--- src/hw/mem_stage_pkg.sv ---
// Shared sizes, opcode encodings, control register map and instruction layout of the memory stage
package mem_stage_pkg;

	// Vector register geometry
	localparam int VECTOR_LANES = 4;
	localparam int VECTOR_BITS = VECTOR_LANES * 32;

	// Line geometry of the on-chip line memory
	localparam int LINE_WORDS = 4;
	localparam int LINE_BYTES = LINE_WORDS * 4;
	localparam int LINE_BITS = LINE_BYTES * 8;

	localparam int STRAND_INDEX_WIDTH = 2;
	localparam int REG_IDX_WIDTH = 5;

	// Line memory depth, indexed by address bits 7:4
	localparam int MEM_LINES = 16;
	localparam int IO_WORDS = 4;

	// Word that replaces a squashed instruction
	localparam logic [31:0] NOP = 32'h0000_0000;

	// Instruction class codes in the top bits of the word
	localparam logic [1:0] FMTC_CLASS = 2'b10;
	localparam logic [3:0] FMTD_CLASS = 4'b1110;

	typedef enum logic [3:0] {
		MEM_B,
		MEM_BX,
		MEM_S,
		MEM_SX,
		MEM_L,
		MEM_SYNC,
		MEM_CONTROL_REG,
		MEM_BLOCK,
		MEM_BLOCK_M,
		MEM_SCGATH,
		MEM_SCGATH_M
	} fmtc_op_t;

	typedef enum logic [2:0] {
		CACHE_DFLUSH,
		CACHE_STBAR,
		CACHE_DINVALIDATE,
		CACHE_IINVALIDATE
	} fmtd_op_t;

	typedef enum logic [4:0] {
		CR_STRAND_ID = 5'd0,
		CR_FAULT_COUNT = 5'd1,
		CR_SCRATCH0 = 5'd8,
		CR_SCRATCH1 = 5'd9,
		CR_SCRATCH2 = 5'd10,
		CR_SCRATCH3 = 5'd11
	} control_register_t;

	// One instruction word seen either as a memory access or as a cache operation
	typedef union packed {
		struct packed {
			logic [1:0] fmt_class;
			logic load;
			fmtc_op_t op;
			logic [24:0] rest;
		} fmtc;
		struct packed {
			logic [3:0] fmt_class;
			fmtd_op_t op;
			logic [24:0] rest;
		} fmtd;
	} instruction_t;

endpackage

--- src/hw/dcache_req_if.sv ---
// Line-memory request bundle between the memory access stage and the line memory
`timescale 1ns/100ps

interface dcache_req_if
	import mem_stage_pkg::*;
	();

	// Line address, byte offset bits dropped
	logic [31 - $clog2(LINE_BYTES):0] addr;
	logic load;
	logic store;
	logic [LINE_BYTES - 1:0] store_mask;
	logic [LINE_BITS - 1:0] store_data;

	modport stage (
		output addr,
		output load,
		output store,
		output store_mask,
		output store_data
	);

	modport mem (
		input addr,
		input load,
		input store,
		input store_mask,
		input store_data
	);

endinterface

--- src/hw/memory_access_stage.sv ---
// Memory access stage that decodes memory instructions, issues line, IO and CR requests
`timescale 1ns/100ps

module memory_access_stage
	import mem_stage_pkg::*;
	(
	input logic clk,
	input logic reset,
	input logic rb_squash_ma,
	input instruction_t ex_instruction,
	input logic [STRAND_INDEX_WIDTH - 1:0] ex_strand,
	input logic [VECTOR_BITS - 1:0] ex_store_value,
	input logic [REG_IDX_WIDTH - 1:0] ex_writeback_reg,
	input logic ex_enable_scalar_writeback,
	input logic ex_enable_vector_writeback,
	input logic [31:0] ex_pc,
	input logic [VECTOR_LANES - 1:0] ex_mask,
	input logic [VECTOR_BITS - 1:0] ex_result,
	input logic [$clog2(VECTOR_LANES) - 1:0] ex_reg_lane_select,
	input logic [31:0] cr_read_value,
	input logic [31:0] io_read_data,
	output logic [STRAND_INDEX_WIDTH - 1:0] ma_strand,
	output instruction_t ma_instruction,
	output logic [31:0] ma_pc,
	output logic [REG_IDX_WIDTH - 1:0] ma_writeback_reg,
	output logic ma_enable_scalar_writeback,
	output logic ma_enable_vector_writeback,
	output logic [VECTOR_LANES - 1:0] ma_mask,
	output logic [VECTOR_BITS - 1:0] ma_result,
	output logic [$clog2(VECTOR_LANES) - 1:0] ma_reg_lane_select,
	output logic [$clog2(LINE_WORDS) - 1:0] ma_cache_lane_select,
	output logic ma_was_load,
	output logic ma_alignment_fault,
	output logic ma_was_io,
	output logic [31:0] ma_io_response,
	output control_register_t cr_index,
	output logic cr_read_en,
	output logic cr_write_en,
	output logic [31:0] cr_write_value,
	output logic io_read_en,
	output logic io_write_en,
	output logic [31:0] io_address,
	output logic [31:0] io_write_data,
	output logic dcache_req_sync,
	output logic cache_flush,
	output logic cache_stbar,
	output logic cache_dinvalidate,
	output logic cache_iinvalidate,
	dcache_req_if.stage dcache
	);

	fmtc_op_t fmtc_op;
	fmtd_op_t fmtd_op;
	logic is_fmt_c;
	logic is_fmt_d;
	logic is_load;
	logic is_cr_transfer;
	logic is_block;
	logic is_scgath;
	logic lane_enabled;
	logic unaligned;
	logic bad_io;
	logic is_io_address;
	logic do_access;
	logic bad_access;
	logic [31:0] lane_value;
	logic [31:0] mem_addr;
	logic [$clog2(LINE_WORDS) - 1:0] cache_lane_select_nxt;
	logic [LINE_WORDS - 1:0] word_mask;
	logic [3:0] byte_mask;
	logic [31:0] word_data;
	logic [LINE_BITS - 1:0] block_data;
	logic [LINE_BYTES - 1:0] store_mask;

	// Registers hold little-endian values, memory is big-endian
	function automatic logic [31:0] swap_bytes(input logic [31:0] value);
		return {value[7:0], value[15:8], value[23:16], value[31:24]};
	endfunction

	assign is_fmt_c = ex_instruction.fmtc.fmt_class == FMTC_CLASS;
	assign is_fmt_d = ex_instruction.fmtd.fmt_class == FMTD_CLASS;
	assign is_load = ex_instruction.fmtc.load;
	assign fmtc_op = ex_instruction.fmtc.op;
	assign fmtd_op = ex_instruction.fmtd.op;

	assign is_cr_transfer = is_fmt_c && fmtc_op == MEM_CONTROL_REG;
	assign is_block = fmtc_op == MEM_BLOCK || fmtc_op == MEM_BLOCK_M;
	assign is_scgath = fmtc_op == MEM_SCGATH || fmtc_op == MEM_SCGATH_M;
	assign lane_enabled = is_block ? ex_mask != '0 : ex_mask[ex_reg_lane_select];

	// Scatter/gather takes its pointer from the selected lane
	assign lane_value = ex_store_value[32 * ex_reg_lane_select +: 32];
	assign mem_addr = is_scgath ? ex_result[32 * ex_reg_lane_select +: 32] : ex_result[31:0];
	assign cache_lane_select_nxt = mem_addr[$clog2(LINE_BYTES) - 1:2];
	assign is_io_address = &mem_addr[31:16];
	assign bad_io = is_io_address && fmtc_op != MEM_L;

	assign do_access = is_fmt_c && !is_cr_transfer && !rb_squash_ma && lane_enabled
		&& !unaligned && !bad_io;
	assign bad_access = is_fmt_c && !is_cr_transfer && !rb_squash_ma && (unaligned || bad_io);

	assign dcache.addr = mem_addr[31:$clog2(LINE_BYTES)];
	assign dcache.load = do_access && is_load && !is_io_address;
	assign dcache.store = do_access && !is_load && !is_io_address;
	assign dcache.store_mask = store_mask;
	assign dcache.store_data = is_block ? block_data : {LINE_WORDS{word_data}};
	assign dcache_req_sync = is_fmt_c && fmtc_op == MEM_SYNC;

	assign io_read_en = do_access && is_load && is_io_address;
	assign io_write_en = do_access && !is_load && is_io_address;
	assign io_address = {16'h0000, mem_addr[15:0]};
	assign io_write_data = ex_store_value[31:0];

	assign cache_flush = is_fmt_d && fmtd_op == CACHE_DFLUSH && !rb_squash_ma;
	assign cache_stbar = is_fmt_d && fmtd_op == CACHE_STBAR && !rb_squash_ma;
	assign cache_dinvalidate = is_fmt_d && fmtd_op == CACHE_DINVALIDATE && !rb_squash_ma;
	assign cache_iinvalidate = is_fmt_d && fmtd_op == CACHE_IINVALIDATE && !rb_squash_ma;

	// CR reads go ahead even under squash
	assign cr_index = control_register_t'(ex_instruction.fmtc.rest[4:0]);
	assign cr_read_en = is_cr_transfer && is_load;
	assign cr_write_en = is_cr_transfer && !is_load && !rb_squash_ma;
	assign cr_write_value = ex_store_value[31:0];

	always_comb
	begin
		unique case (fmtc_op)
			MEM_B, MEM_BX:
				unaligned = 1'b0;
			MEM_S, MEM_SX:
				unaligned = mem_addr[0];
			MEM_L, MEM_SYNC, MEM_SCGATH, MEM_SCGATH_M:
				unaligned = mem_addr[1:0] != 2'b00;
			default:
				unaligned = mem_addr[$clog2(LINE_BYTES) - 1:0] != '0;
		endcase
	end

	// Byte lanes within a word and the word pattern replicated across the line
	always_comb
	begin
		unique case (fmtc_op)
			MEM_B, MEM_BX:
			begin
				byte_mask = 4'b1000 >> mem_addr[1:0];
				word_data = {4{ex_store_value[7:0]}};
			end
			MEM_S, MEM_SX:
			begin
				byte_mask = mem_addr[1] ? 4'b0011 : 4'b1100;
				word_data = {2{ex_store_value[7:0], ex_store_value[15:8]}};
			end
			MEM_SCGATH, MEM_SCGATH_M:
			begin
				byte_mask = 4'b1111;
				word_data = swap_bytes(lane_value);
			end
			default:
			begin
				byte_mask = 4'b1111;
				word_data = swap_bytes(ex_store_value[31:0]);
			end
		endcase
	end

	// Lane k lands in line word LINE_WORDS-1-k
	always_comb
	begin
		if (is_block)
			word_mask = ex_mask;
		else
			word_mask = LINE_WORDS'(1) << (LINE_WORDS - 1 - cache_lane_select_nxt);
	end

	always_comb
	begin
		for (int k = 0; k < VECTOR_LANES; k++)
			block_data[32 * k +: 32] = swap_bytes(ex_store_value[32 * k +: 32]);
	end

	always_comb
	begin
		for (int i = 0; i < LINE_BYTES; i++)
			store_mask[i] = word_mask[i / 4] & byte_mask[i % 4];
	end

	always_ff @(posedge clk, posedge reset)
	begin
		if (reset)
		begin
			ma_instruction <= '0;
			ma_enable_scalar_writeback <= 1'b0;
			ma_enable_vector_writeback <= 1'b0;
			ma_alignment_fault <= 1'b0;
			ma_was_load <= 1'b0;
			ma_was_io <= 1'b0;
		end
		else
		begin
			ma_was_load <= dcache.load;
			ma_was_io <= io_read_en || io_write_en;
			ma_alignment_fault <= bad_access;
			if (rb_squash_ma)
			begin
				ma_instruction <= NOP;
				ma_enable_scalar_writeback <= 1'b0;
				ma_enable_vector_writeback <= 1'b0;
			end
			else
			begin
				ma_instruction <= ex_instruction;
				ma_enable_scalar_writeback <= ex_enable_scalar_writeback;
				ma_enable_vector_writeback <= ex_enable_vector_writeback;
			end
		end
	end

	// Writeback payload
	always_ff @(posedge clk)
	begin
		ma_strand <= ex_strand;
		ma_pc <= ex_pc;
		ma_writeback_reg <= ex_writeback_reg;
		ma_mask <= ex_mask;
		ma_result <= cr_read_en ? {{(VECTOR_BITS - 32){1'b0}}, cr_read_value} : ex_result;
		ma_reg_lane_select <= ex_reg_lane_select;
		ma_cache_lane_select <= cache_lane_select_nxt;
		ma_io_response <= io_read_data;
	end

endmodule

--- src/flat_wrapper.sv ---
// flat-port wrapper written by rule: the top's interface ports become plain ports
module memory_access_stage_flat import mem_stage_pkg::*;
  (clk, reset, rb_squash_ma, ex_instruction, ex_strand, ex_store_value, ex_writeback_reg, ex_enable_scalar_writeback, ex_enable_vector_writeback, ex_pc, ex_mask, ex_result, ex_reg_lane_select, cr_read_value, io_read_data, ma_strand, ma_instruction, ma_pc, ma_writeback_reg, ma_enable_scalar_writeback, ma_enable_vector_writeback, ma_mask, ma_result, ma_reg_lane_select, ma_cache_lane_select, ma_was_load, ma_alignment_fault, ma_was_io, ma_io_response, cr_index, cr_read_en, cr_write_en, cr_write_value, io_read_en, io_write_en, io_address, io_write_data, dcache_req_sync, cache_flush, cache_stbar, cache_dinvalidate, cache_iinvalidate, dcache_addr, dcache_load, dcache_store, dcache_store_mask, dcache_store_data);
  dcache_req_if dcache_i ();
  input logic clk;
  input logic reset;
  input logic rb_squash_ma;
  input instruction_t ex_instruction;
  input logic [STRAND_INDEX_WIDTH - 1:0] ex_strand;
  input logic [VECTOR_BITS - 1:0] ex_store_value;
  input logic [REG_IDX_WIDTH - 1:0] ex_writeback_reg;
  input logic ex_enable_scalar_writeback;
  input logic ex_enable_vector_writeback;
  input logic [31:0] ex_pc;
  input logic [VECTOR_LANES - 1:0] ex_mask;
  input logic [VECTOR_BITS - 1:0] ex_result;
  input logic [$clog2(VECTOR_LANES) - 1:0] ex_reg_lane_select;
  input logic [31:0] cr_read_value;
  input logic [31:0] io_read_data;
  output logic [STRAND_INDEX_WIDTH - 1:0] ma_strand;
  output instruction_t ma_instruction;
  output logic [31:0] ma_pc;
  output logic [REG_IDX_WIDTH - 1:0] ma_writeback_reg;
  output logic ma_enable_scalar_writeback;
  output logic ma_enable_vector_writeback;
  output logic [VECTOR_LANES - 1:0] ma_mask;
  output logic [VECTOR_BITS - 1:0] ma_result;
  output logic [$clog2(VECTOR_LANES) - 1:0] ma_reg_lane_select;
  output logic [$clog2(LINE_WORDS) - 1:0] ma_cache_lane_select;
  output logic ma_was_load;
  output logic ma_alignment_fault;
  output logic ma_was_io;
  output logic [31:0] ma_io_response;
  output control_register_t cr_index;
  output logic cr_read_en;
  output logic cr_write_en;
  output logic [31:0] cr_write_value;
  output logic io_read_en;
  output logic io_write_en;
  output logic [31:0] io_address;
  output logic [31:0] io_write_data;
  output logic dcache_req_sync;
  output logic cache_flush;
  output logic cache_stbar;
  output logic cache_dinvalidate;
  output logic cache_iinvalidate;
  output wire logic [$bits(dcache_i.addr)-1:0] dcache_addr;
  output wire logic [$bits(dcache_i.load)-1:0] dcache_load;
  output wire logic [$bits(dcache_i.store)-1:0] dcache_store;
  output wire logic [$bits(dcache_i.store_mask)-1:0] dcache_store_mask;
  output wire logic [$bits(dcache_i.store_data)-1:0] dcache_store_data;
  assign dcache_addr = dcache_i.addr;
  assign dcache_load = dcache_i.load;
  assign dcache_store = dcache_i.store;
  assign dcache_store_mask = dcache_i.store_mask;
  assign dcache_store_data = dcache_i.store_data;
  memory_access_stage u_core (.clk(clk), .reset(reset), .rb_squash_ma(rb_squash_ma), .ex_instruction(ex_instruction), .ex_strand(ex_strand), .ex_store_value(ex_store_value), .ex_writeback_reg(ex_writeback_reg), .ex_enable_scalar_writeback(ex_enable_scalar_writeback), .ex_enable_vector_writeback(ex_enable_vector_writeback), .ex_pc(ex_pc), .ex_mask(ex_mask), .ex_result(ex_result), .ex_reg_lane_select(ex_reg_lane_select), .cr_read_value(cr_read_value), .io_read_data(io_read_data), .ma_strand(ma_strand), .ma_instruction(ma_instruction), .ma_pc(ma_pc), .ma_writeback_reg(ma_writeback_reg), .ma_enable_scalar_writeback(ma_enable_scalar_writeback), .ma_enable_vector_writeback(ma_enable_vector_writeback), .ma_mask(ma_mask), .ma_result(ma_result), .ma_reg_lane_select(ma_reg_lane_select), .ma_cache_lane_select(ma_cache_lane_select), .ma_was_load(ma_was_load), .ma_alignment_fault(ma_alignment_fault), .ma_was_io(ma_was_io), .ma_io_response(ma_io_response), .cr_index(cr_index), .cr_read_en(cr_read_en), .cr_write_en(cr_write_en), .cr_write_value(cr_write_value), .io_read_en(io_read_en), .io_write_en(io_write_en), .io_address(io_address), .io_write_data(io_write_data), .dcache_req_sync(dcache_req_sync), .cache_flush(cache_flush), .cache_stbar(cache_stbar), .cache_dinvalidate(cache_dinvalidate), .cache_iinvalidate(cache_iinvalidate), .dcache(dcache_i));
endmodule
--- config.mk ---
export PLATFORM = sky130hd
export DESIGN_NAME = memory_access_stage_flat
export DESIGN_NICKNAME = d
export VERILOG_FILES = /design/src/hw/mem_stage_pkg.sv /design/src/hw/dcache_req_if.sv /design/src/hw/memory_access_stage.sv /design/src/flat_wrapper.sv
export SDC_FILE = /design/constraint.sdc
export NUM_CORES = 1
export LEC_CHECK = 0
export BUFFER_PORTS_ARGS = -buffer_cell sky130_fd_sc_hd__buf_2
export CORE_AREA = 2 2 367 369
export DETAILED_ROUTE_END_ITERATION = 8
export DIE_AREA = 0 0 369 371
export GPL_ROUTABILITY_DRIVEN = 0
export PLACE_DENSITY_LB_ADDON = 0.05
export SETUP_SLACK_MARGIN = 0.02
export SYNTH_ARGS = -nofsm -noshare
export SYNTH_HDL_FRONTEND = slang
export SYNTH_SLANG_ARGS = --single-unit
export TNS_END_PERCENT = 1
--- constraint.sdc ---
create_clock -name clk -period 4 [get_ports clk]
set_input_delay 0.4 -clock clk [delete_from_list [all_inputs] [get_ports clk]]
set_output_delay 0.4 -clock clk [all_outputs]
set_load 0.005 [all_outputs]
==> results of run 1 <==
-- per-stage QoR --
stage	worst slack, ns	hold WS, ns
after floorplan	1.492	0.4277
after global placement	0.4494	0.5037
after detailed placement	0.3781	0.5036
after CTS	0.3511	0.02304
after global routing	0.2344	0.05618
final	0.5454	0.07981
-- cell usage after synthesis (all sizes together) (14+ instances only) --
cell type,n,area (um^2)
dfxtp,207,4144
nor2,70,265.3
inv,15,56.30
mux2,33,371.6
nor2b,144,900.9
nand2,55,206.5
nand4,22,137.6
a31oi,16,100.1
dfrtp,37,925.9
buf,135,917.1
a21oi,30,150.1
o22a,14,122.6
o21a,72,540.5
a21o,25,187.7
clkbuf,38,142.6
mux4,25,563.0
o21ai,34,170.2
mux2i,37,370.4
nand3,19,95.09
-- layer usage --
| layer | vias up | share of wire, % | track usage (%) |
|---|---|---|---|
| li1 | 5698 | - | - |
| met4 | 18 | 2.4 | 3.430 |
| met5 | - | 0.13 | 0 |
| met1 | 5970 | 37 | 13.24 |
| met3 | 109 | 7.2 | 3.562 |
| met2 | 583 | 54 | 23.98 |
-- power by group through the flow --
stage	Clock [W]	Combinational, W	Sequential [W]
after floorplan	0	0.000644	0.00267
after global placement	0	0.00168	0.00266
after detailed placement	0	0.00166	0.00265
after CTS	0.00320	0.00173	0.00260
after global routing	0.00327	0.00182	0.00261
final	0.00302	0.00166	0.00260
-- cells in the final DEF (no fill, tap or decap), types with 7 or more instances in the layout --
cell type and instances:
a31oi_1 15, a2111oi_1 8, diode_2 8, nand4_1 22
buf_4 32, mux2i_1 37, a21oi_1 30, a211oi_1 8
o21a_1 72, buf_2 911, clkbuf_8 7, nor2b_1 144
clkbuf_16 35, mux4_2 25, clkbuf_1 9, conb_1 16
nor3_1 12, a21o_1 25, mux2_2 33, nor2_1 67
a2bb2oi_1 13, a22oi_1 11, dfxtp_1 207, dlygate4sd3_1 76
inv_1 15, o21ai_0 34, o22a_1 14, dfrtp_1 37
or2_2 7, nand3_1 19, nand2_1 54
-- kinds of logic after synthesis --
| group | after synthesis |
|---|---|
| AO/OA/AOI/OAI | 249 |
| XOR/XNOR | 2 |
| buffers and inverters | 188 |
| flip-flops | 244 |
| multiplexers | 95 |
| other | 1 |
| AND/OR/NAND/NOR | 360 |
-- worst min-delay path by stage --
stage / cells past startpoint / slack [ns] / end / start
CTS: 2 / 0.02 / u_core.ma_instruction[6] / ex_instruction[6]
floorplan: 0 / 0.43 / u_core.ma_io_response[0] / io_read_data[0]
detailed placement: 1 / 0.50 / u_core.ma_io_response[11] / io_read_data[11]
global route: 2 / 0.06 / u_core.ma_result[30] / cr_read_value[30]
global placement: 1 / 0.50 / u_core.ma_io_response[29] / io_read_data[29]
finish: 2 / 0.08 / u_core.ma_instruction[12] / ex_instruction[12]
-- layout make-up --
cell class / instances / area, um^2 / area share (%)
Sequential cell: 244 / 5070 / 26.29
Timing Repair Buffer: 1025 / 5672 / 29.42
Tap cell: 1768 / 2212 / 11.47
Clock inverter: 9 / 80.08 / 0.4153
Inverter: 15 / 56.30 / 0.2920
Antenna cell: 8 / 20.02 / 0.1038
Multi-Input combinational cell: 722 / 5165 / 26.79
Clock buffer: 51 / 1006 / 5.217
-- repair_timing --
item | CTS | global route
hold endpoints to repair | 112 | 0
setup buffers | 0 | 0
hold buffers | 76 | 0
resized for setup | 0 | 0
==> reports/metrics.yaml, run 1 <==
cts:
  cts_tree: "done"
  tritoncts_num_sinks: 244
  ctsHtreeMaxLevel: 2
  clk_pin_slew_worst_paths_ns: 0.06
  clock_path_buffers: 3
  cts_inserted_buffers: 34
  clock_root_buffer_master: "clkbuf_16"
power_and_ir_drop:
  p_total_w: 0.007285
  power.leakage_nw: 9.046
  share_seq_of_total_power_pct: 35.7
  max-vdd-ir-drop_mv: 0.2056
  cell_internal_pwr_w: 0.005114
  power.net_switching_w: 0.002171
  power_per_cell_area_nw_per_um2: 377.8
  swShare_pct: 29.80
  pwr-share-comb_pct: 22.8
  power.share.clock_pct: 41.5
layout:
  utilization_pct: 14.52
  max_flop_register: "u_core.ma_result"
  fillCellCount: 15370
  share_of_final_layout_standard_cells_stronger_than_drive_strength_1_pct: 52.27
  largest_register_ff_count: 128
  final_area_um2: 19280
  final_net_count: 2444
  stdcell_count: 3842
  flow.area_growth_from_synthesis_pct: 71.45
die:
  chipHeight_um: 371
  coreArea_um2: 132800
  fp-row-count: 134
  die_ar_um2: 136900
  start_util_pct: 8.469
  die_width_um: 369
  io_pins: 930
flow_run:
  drv_cap: 0
global_routing:
  grt_start_max_net_pins: 77
  grt.total_usage_pct: 12.54
  grt_antenna_before_repair: 45
  first_global_vias: 12870
  grt_overflow_total: 0
  grt_first_pass_wirelength_um: 116700
worst_setup_path:
  crit_chain: "buf_4 -> nand2b_1 -> buf_4 -> a2bb2oi_1 -> nand3_1 -> o31ai_1 -> buf_4 -> nand2_1 -> nor4b_2 -> buf_2"
  setup.worst_path.class: "primary input to primary output"
  crit_slowest_cell: "o31ai_1"
  critPathRequiredTime_ns: 3.60
  crit_path_frequent_cell: "buf_4"
  endpoint: "io_write_en"
  worst-path-stages: 10
  worst_setup_path_start: "ex_reg_lane_select[0]"
  max_stage_delay_ns: 0.61
  startpoint_type: "primary input"
  critPathMaxFanout: 14
  arrival_time_at_the_worst_endpoint_ns: 3.05
  critical_path.top_delay_family: "simple AND/OR/NAND/NOR gates"
  timing.critical_path.buf_inv: 4
  worstSetupEndpointType: "primary output"
detailed_routing:
  viasPerCell: 3.222
  wire_per_inst_um: 23.62
  drt_iter0_drc: 476
  detail_route.drc_violations: 0
  routed_wirelength_um: 90740
  detail-route-antenna-nets: 0
  vias: 12380
  drt_pre_antenna_iters: 4
synthesis:
  syn_inst: 1139
  most_used_flip_flop_cell_after_synthesis: "dfxtp_1"
  count_of_flip_flops_with_a_built_in_enable_after_synthesis: 0
  syn-mean-instance-area_um2: 9.873
  seq_area_frac_synth_pct: 45.08
  synth_top_family_by_area: "simple AND/OR/NAND/NOR gates"
  yosysWarnings: 0
  post_synth_xor_area_fraction_pct: 0.2225
  netlist_area_um2: 11250
  synthAdderAreaFrac_pct: 0
  share_of_synthesized_area_spent_on_multiplexers_pct: 11.60
  synth-compound-area-share_pct: 15.70
  synth_cell_types: 60
  asyncSetResetFlopFracSynth_pct: 15.16
  ys_seq_elements: 244
  yosys.area_share.simple_pct: 17.43
timing:
  worst_pin_slew_ns: 1.020
  achievable-frequency_mhz: 289.5
  fin_crit_sh_pct: 86.37
  setup_total_negative_slack_ns: 0
  rsz0062_at_grt: "false"
  final_period_minus_worst_setup_slack_ns: 3.455
  remaining_max_slew_budget_at_the_tightest_pin_pct: 31.85
  slew_violations: 0
  final_hold_vio_count: 0
  setup-violations-final: 0
hold_path:
  hold_class: "primary input to flip-flop"
placed_design:
  dpl.hpwl_um: 76460
  place_inst: 3698
  port_buffers: 913
  placement.cell_area_um2: 17410
status:
  outcome: "finished clean"
Note: power is estimated with default switching activity, not from simulation.
==> run 2, diff against run 1 <==
--- a/config.mk
+++ b/config.mk
@@ -6,11 +6,13 @@
 export NUM_CORES = 1
 export LEC_CHECK = 0
 export BUFFER_PORTS_ARGS = -buffer_cell sky130_fd_sc_hd__buf_2
+export CAP_MARGIN = 20
 export CORE_AREA = 2 2 367 369
 export DETAILED_ROUTE_END_ITERATION = 8
 export DIE_AREA = 0 0 369 371
 export GPL_ROUTABILITY_DRIVEN = 0
 export PLACE_DENSITY_LB_ADDON = 0.05
+export REMOVE_ABC_BUFFERS = 1
 export SETUP_SLACK_MARGIN = 0.02
 export SYNTH_ARGS = -nofsm -noshare
 export SYNTH_HDL_FRONTEND = slang
==> run 2 against run 1 <==
  * Global-route usage down 0.33 points
  * Core utilization barely moved
  * Critical path depth is 1 lower
  * Worst setup slack improved by 0.038 ns
  * Wire length is 3.1% lower
  * Count of clock-buffer cells in the layout unchanged
  * Final cell count fell by 0.26%
  * Clock power rose by 5%
  * Sequential power is essentially flat
  * Die area unchanged
  * Critical path type unchanged
  * Critical endpoint is now dcache_load
  * Largest power group unchanged
==> reports/metrics.yaml, run 2 (synthesis results as in run 1) <==
status:
  outcome: "finished clean"
worst_setup_path:
  startpoint_type: "primary input"
  worst_setup_path_start: "ex_reg_lane_select[1]"
  endpoint: "dcache_load"
  setup.worst_path.class: "primary input to primary output"
  worstSetupEndpointType: "primary output"
  critPathRequiredTime_ns: 3.60  # about the same
  critPathMaxFanout: 22  # +8
  arrival_time_at_the_worst_endpoint_ns: 3.02  # -0.03 ns
timing:
  rsz0062_at_grt: "false"
  achievable-frequency_mhz: 292.7  # +1.1%
  remaining_max_slew_budget_at_the_tightest_pin_pct: 44.54  # +13 points
  final_hold_vio_count: 0  # unchanged
  setup-violations-final: 0  # unchanged
  final_critical_path_setup_slack_ns: 0.5833  # +0.03798 ns
  slew_violations: 0  # unchanged
  fin_crit_sh_pct: 85.42  # -0.95 points
  final_period_minus_worst_setup_slack_ns: 3.417  # -0.03798 ns
  setup_total_negative_slack_ns: 0  # unchanged
  worst_pin_slew_ns: 0.8311  # -0.1886 ns
placed_design:
  place_inst: 3695  # -0.081%
  dpl.hpwl_um: 72910  # -4.6%
  port_buffers: 913  # unchanged
  post-place-ws_ns: 0.6427  # +0.2646 ns
layout:
  flow.area_growth_from_synthesis_pct: 71.31  # about the same
  final_net_count: 2437  # -0.29%
  stdcell_count: 3832  # -0.26%
  share_of_final_layout_standard_cells_stronger_than_drive_strength_1_pct: 52.46  # +0.18 points
  largest_register_ff_count: 128  # unchanged
  fillCellCount: 15320  # -0.33%
  final_common_cell: "buf_2"
  mostFrequentLayoutCells: "911 x buf_2, 207 x dfxtp_1, 144 x nor2b_1"
  max_flop_register: "u_core.ma_result"
cts:
  ctsHtreeMaxLevel: 2  # unchanged
  clock_root_buffer_master: "clkbuf_16"
  cts_hold_buf: 72  # -5.3%
  cts_resized: 0  # unchanged
  post-cts-setup-buffers: 0  # unchanged
  tritoncts_num_sinks: 244  # unchanged
  cts_inserted_buffers: 34  # unchanged
  clk_pin_slew_worst_paths_ns: 0.06  # about the same
  cts_tree: "done"
  clock_path_buffers: 3  # unchanged
global_routing:
  grt_overflow_total: 0  # unchanged
  grt_start_max_net_pins: 83  # +7.8%
  grt.total_usage_pct: 12.21  # -0.33 points
  grt_antenna_before_repair: 51  # +13%
  grt_first_pass_wirelength_um: 114500  # -1.9%
  first_global_vias: 13180  # +2.4%
power_and_ir_drop:
  power.leakage_nw: 9.042  # about the same
  power.share.clock_pct: 42.8  # +1.3 points
  pwr-share-comb_pct: 21.9  # -0.9 points
  cell_internal_pwr_w: 0.005219  # +2.1%
  power_per_cell_area_nw_per_um2: 382.9  # +1.3%
  share_seq_of_total_power_pct: 35.3  # -0.4 points
  max-vdd-ir-drop_mv: 0.1903  # -7.4%
  power.net_switching_w: 0.002157  # -0.62%
  swShare_pct: 29.24  # -0.55 points
detailed_routing:
  drt_iter0_drc: 370  # -22%
  wire_per_inst_um: 22.95  # -2.8%
  detail_route.drc_violations: 0  # unchanged
  vias: 12280  # -0.80%
  routed_wirelength_um: 87940  # -3.1%
  detail-route-antenna-nets: 0  # unchanged
  viasPerCell: 3.204  # -0.54%
  drt_pre_antenna_iters: 4  # unchanged
die:
  start_util_pct: 8.469  # unchanged
  die_ar_um2: 136900  # unchanged
  io_pins: 930  # unchanged
  coreArea_um2: 132800  # unchanged
  fp-row-count: 134  # unchanged
  die_width_um: 369  # unchanged
  chipHeight_um: 371  # unchanged
hold_path:
  hold_class: "primary input to async pin"
flow_run:
  drv_cap: 0  # unchanged
## run 2: cell count changes in the layout (fill, tap and decap cells not counted), sizes merged
cell	before	now
bufinv	1	2
clkinvlp	1	0
diode	8	7
dlygate4sd3	76	72
clkinv	5	3
buf	949	946
## run 2: final cells by class
cell class / instances / area [um^2] / area share [%]
Antenna cell: 7 / 17.52 / 0.09093
Inverter: 15 / 56.30 / 0.2923
Sequential cell: 244 / 5070 / 26.32
Multi-Input combinational cell: 722 / 5159 / 26.78
Clock inverter: 7 / 92.59 / 0.4806
Tap cell: 1768 / 2212 / 11.48
Timing Repair Buffer: 1018 / 5622 / 29.18
Clock buffer: 51 / 1036 / 5.378
## run 2: power by group through the flow
stage | clock (W) | combinational (W) | sequential [W]
finish | 0.00316 | 0.00162 | 0.00260
global route | 0.00343 | 0.00179 | 0.00261
CTS | 0.00337 | 0.00169 | 0.00261
detailed placement | 0 | 0.00162 | 0.00266
global placement | 0 | 0.00165 | 0.00266
floorplan | 0 | 0.000513 | 0.00267
## run 2: critical path: stages
cell and delay (ns):
buf_6 0.27, buf_4 0.36, mux2_2 0.39, or2_2 0.29, a31oi_1 0.18, nor3_1 0.10, nand2_1 0.18, nor4b_2 0.52
buf_2 0.27
## run 2: worst min path at each step
stage | startpoint | end | slack (ns) | cells after the start
final | reset | u_core.ma_instruction[29] | 0.04 | 3
after global routing | cr_read_value[23] | u_core.ma_result[23] | 0.04 | 2
after CTS | ex_result[84] | u_core.ma_result[84] | 0.02 | 2
after detailed placement | ex_pc[7] | u_core.ma_pc[7] | 0.50 | 1
after global placement | ex_pc[15] | u_core.ma_pc[15] | 0.50 | 1
after floorplan | io_read_data[0] | u_core.ma_io_response[0] | 0.43 | 0
## run 2: metrics by stage
stage	hold WS, ns	util [%]	total power, W	cell area, um^2
2_1_floorplan	0.4277	-	0.003187	10240
3_3_place_gp	0.5020	13.10	0.004305	17400
3_5_place_dp	0.5040	13.10	0.004281	17400
4_1_cts	0.02055	14.49	0.007664	19250
5_1_grt	0.03977	14.50	0.007829	19250
6_report	0.04395	14.51	0.007377	19260
## run 2: routing by layer
layer	part of all wire [%]	GRT usage (%)	vias up	routed length, um
met5	0.24	0	-	213
met4	1.7	2.245	36	1515
met3	9.8	5.086	111	8593
met2	51	22.69	669	45150
met1	37	12.84	5789	32470
li1	-	-	5674	-
==> run 3, diff against run 2 <==
--- a/config.mk
+++ b/config.mk
@@ -7,9 +7,9 @@
 export LEC_CHECK = 0
 export BUFFER_PORTS_ARGS = -buffer_cell sky130_fd_sc_hd__buf_2
 export CAP_MARGIN = 20
-export CORE_AREA = 2 2 367 369
+export CORE_AREA = 2 2 357 359
 export DETAILED_ROUTE_END_ITERATION = 8
-export DIE_AREA = 0 0 369 371
+export DIE_AREA = 0 0 359 361
 export GPL_ROUTABILITY_DRIVEN = 0
 export PLACE_DENSITY_LB_ADDON = 0.05
 export REMOVE_ABC_BUFFERS = 1
==> constraint.sdc (replaced) <==
create_clock -name clk -period 3 [get_ports clk]
set_input_delay 0.3 -clock clk [delete_from_list [all_inputs] [get_ports clk]]
set_output_delay 0.3 -clock clk [all_outputs]
set_load 0.005 [all_outputs]
==> run 3 against run 2 <==
  * Critical path depth is 1 lower
  * Total power is 38% higher
  * Critical endpoint is now io_write_en
  * Sequential share of layout area down 2.5 points
  * Highest routed layer unchanged
  * Combinational power rose by 50%
  * Wire length up 0.73%
  * Design area is 11% higher
  * Via count is 6.0% higher
  * Global-route usage up 0.89 points
  * Worst hold slack worse by 0.011 ns
  * Non-clock buffer count increased by 208
  * Largest cell class unchanged
  * Critical path type unchanged
==> reports/metrics.yaml, run 3 (synthesis results as in run 1) <==
detailed_routing:
  wire_per_inst_um: 22.54  # -1.8%
  detail_route.drc_violations: 0  # unchanged
  drt_iter0_drc: 422  # +14%
  vias: 13010  # +6.0%
  routed_wirelength_um: 88580  # +0.73%
  detail-route-antenna-nets: 0  # unchanged
  viasPerCell: 3.311  # +3.3%
  drt_pre_antenna_iters: 4  # unchanged
layout:
  final_common_cell: "buf_2"
  final_area_um2: 21310  # +11%
  area_of_the_multi_input_gates_um2: 5300  # +2.7%
  fillCellCount: 14330  # -6.5%
  max_flop_register: "u_core.ma_result"
  final-seq-area_um2: 5070  # unchanged
  final_net_count: 2647  # +8.6%
  mostFrequentLayoutCells: "911 x buf_2, 229 x dlygate4sd3_1, 207 x dfxtp_1"
  largest_register_ff_count: 128  # unchanged
  share_of_final_layout_standard_cells_stronger_than_drive_strength_1_pct: 50.68  # -1.8 points
  flow.area_growth_from_synthesis_pct: 89.50
global_routing:
  grt_antenna_before_repair: 39  # -24%
  grt_start_max_net_pins: 47  # -43%
  grt_first_pass_wirelength_um: 118100  # +3.1%
  grt_overflow_total: 0  # unchanged
  first_global_vias: 13850  # +5.1%
  grt.total_usage_pct: 13.10  # +0.89 points
cts:
  cts_tree: "done"
  clock_root_buffer_master: "clkbuf_16"
  ctsHtreeMaxLevel: 2  # unchanged
  clock_path_buffers: 3  # unchanged
  clk_pin_slew_worst_paths_ns: 0.05  # about the same
  cts_inserted_buffers: 36  # +5.9%
  post-cts-setup-buffers: 0  # unchanged
  tritoncts_num_sinks: 244  # unchanged
worst_setup_path:
  critPathRequiredTime_ns: 2.70  # -0.90 ns
  startpoint_type: "primary input"
  arrival_time_at_the_worst_endpoint_ns: 2.59  # -0.43 ns
  critPathMaxFanout: 3  # -86%
  worstSetupEndpointType: "primary output"
  setup.worst_path.class: "primary input to primary output"
timing:
  setup_total_negative_slack_ns: 0  # unchanged
  rsz0062_at_grt: "true"
  slew_violations: 0  # unchanged
  worst_pin_slew_ns: 0.7368  # -0.09427 ns
  setup-violations-final: 0  # unchanged
  final_hold_vio_count: 0  # unchanged
  final_period_minus_worst_setup_slack_ns: 2.885
  remaining_max_slew_budget_at_the_tightest_pin_pct: 50.19  # +5.7 points
  achievable-frequency_mhz: 346.6
  fin_crit_sh_pct: 96.18
placed_design:
  dpl.hpwl_um: 73560  # +0.89%
  placement.cell_area_um2: 17710  # +1.8%
  port_buffers: 913  # unchanged
die:
  die_ar_um2: 129600  # -5.3%
  fp-row-count: 130  # -3.0%
  die_width_um: 359  # -2.7%
  start_util_pct: 8.967  # +0.50 points
  coreArea_um2: 125400  # -5.6%
  io_pins: 930  # unchanged
  chipHeight_um: 361  # -2.7%
power_and_ir_drop:
  power.leakage_nw: 10.01  # +11%
  power_per_cell_area_nw_per_um2: 477.2  # +25%
  max-vdd-ir-drop_mv: 0.3036  # +60%
  p_total_w: 0.01017  # +38%
hold_path:
  hold-path-endpoint: "u_core.ma_instruction[31]"
  hold_class: "primary input to flip-flop"
  worst_hold_startpoint: "rb_squash_ma"
  timing.hold.worst_path_depth: 2
flow_run:
  drv_cap: 0  # unchanged
status:
  outcome: "finished clean"
==> run 3: cell count changes in the layout (fill, tap and decap cells not counted), sizes merged <==
cell and delta:
clkinv +5, diode +2, buf +51, bufinv -1, clkbuf +1, clkinvlp +1, dlygate4sd3 +157
==> run 3: worst max-delay path by stage <==
stage                           from                endpoint  slack (ns)  cells past startpoint
4_1_cts                ex_result[88]              io_read_en        0.03                      9
3_5_place_dp   ex_reg_lane_select[1]              io_read_en       -0.34                     11
3_3_place_gp   ex_reg_lane_select[1]              io_read_en       -0.27                     11
2_1_floorplan     ex_instruction[27]  dcache_store_data[100]       -2.23                      5
6_report               ex_result[64]             io_write_en        0.11                      8
5_1_grt               ex_result[116]              io_read_en     -0.0001                     10
==> run 3: worst max-delay path: stages <==
cell	delay (ns)
dlygate4sd3_1	0.53
buf_2	0.15
a22oi_1	0.34
o22ai_1	0.16
or3_4	0.45
buf_4	0.17
nor4b_4	0.30
buf_2	0.18
==> run 3: power breakdown <==
group	internal [W]	leakage, nW	switching [W]
registers	0.00343	2.23	0.0000433
clock network	0.00253	0.571	0.00174
logic	0.00119	7.21	0.00124
==> run 3: per-stage QoR <==
step | instances | hold WS (ns) | setup slack [ns] | util [%]
global route | 3925 | 0.01126 | -0.0001499 | 16.98
CTS | 3921 | 0.0001090 | 0.02816 | 16.90
floorplan | 981 | 0.3277 | -2.227 | -
detailed placement | 3628 | 0.4042 | -0.3410 | 14.12
global placement | 3628 | 0.4028 | -0.2707 | 14.12
finish | 3930 | 0.03304 | 0.1146 | 16.99
==> run 3: layout make-up <==
cell class,instances,share of cell area [%]
clock buffers,52,4.938
flip-flops and latches,244,23.79
multi-input cells,722,24.87
well taps,1650,9.688
diodes,9,0.1057
repair buffers,1226,35.86
clock inverters,12,0.4814
inverters,15,0.2642
==> run 3: timing repair <==
item,in CTS,in global routing
hold buffers,229,0
resized for setup,6,15
pin swaps,2,3
endpoints found under the setup margin,4,4
hold endpoints to repair,230,0
==> run 3: routing by layer <==
layer,GRT usage (%),share of wire (%),vias up
li1,-,-,6121
met1,13.85,37,6112
met2,24.40,51,635
met3,5.276,9.2,101
met4,2.490,1.7,42
met5,0,0.31,-
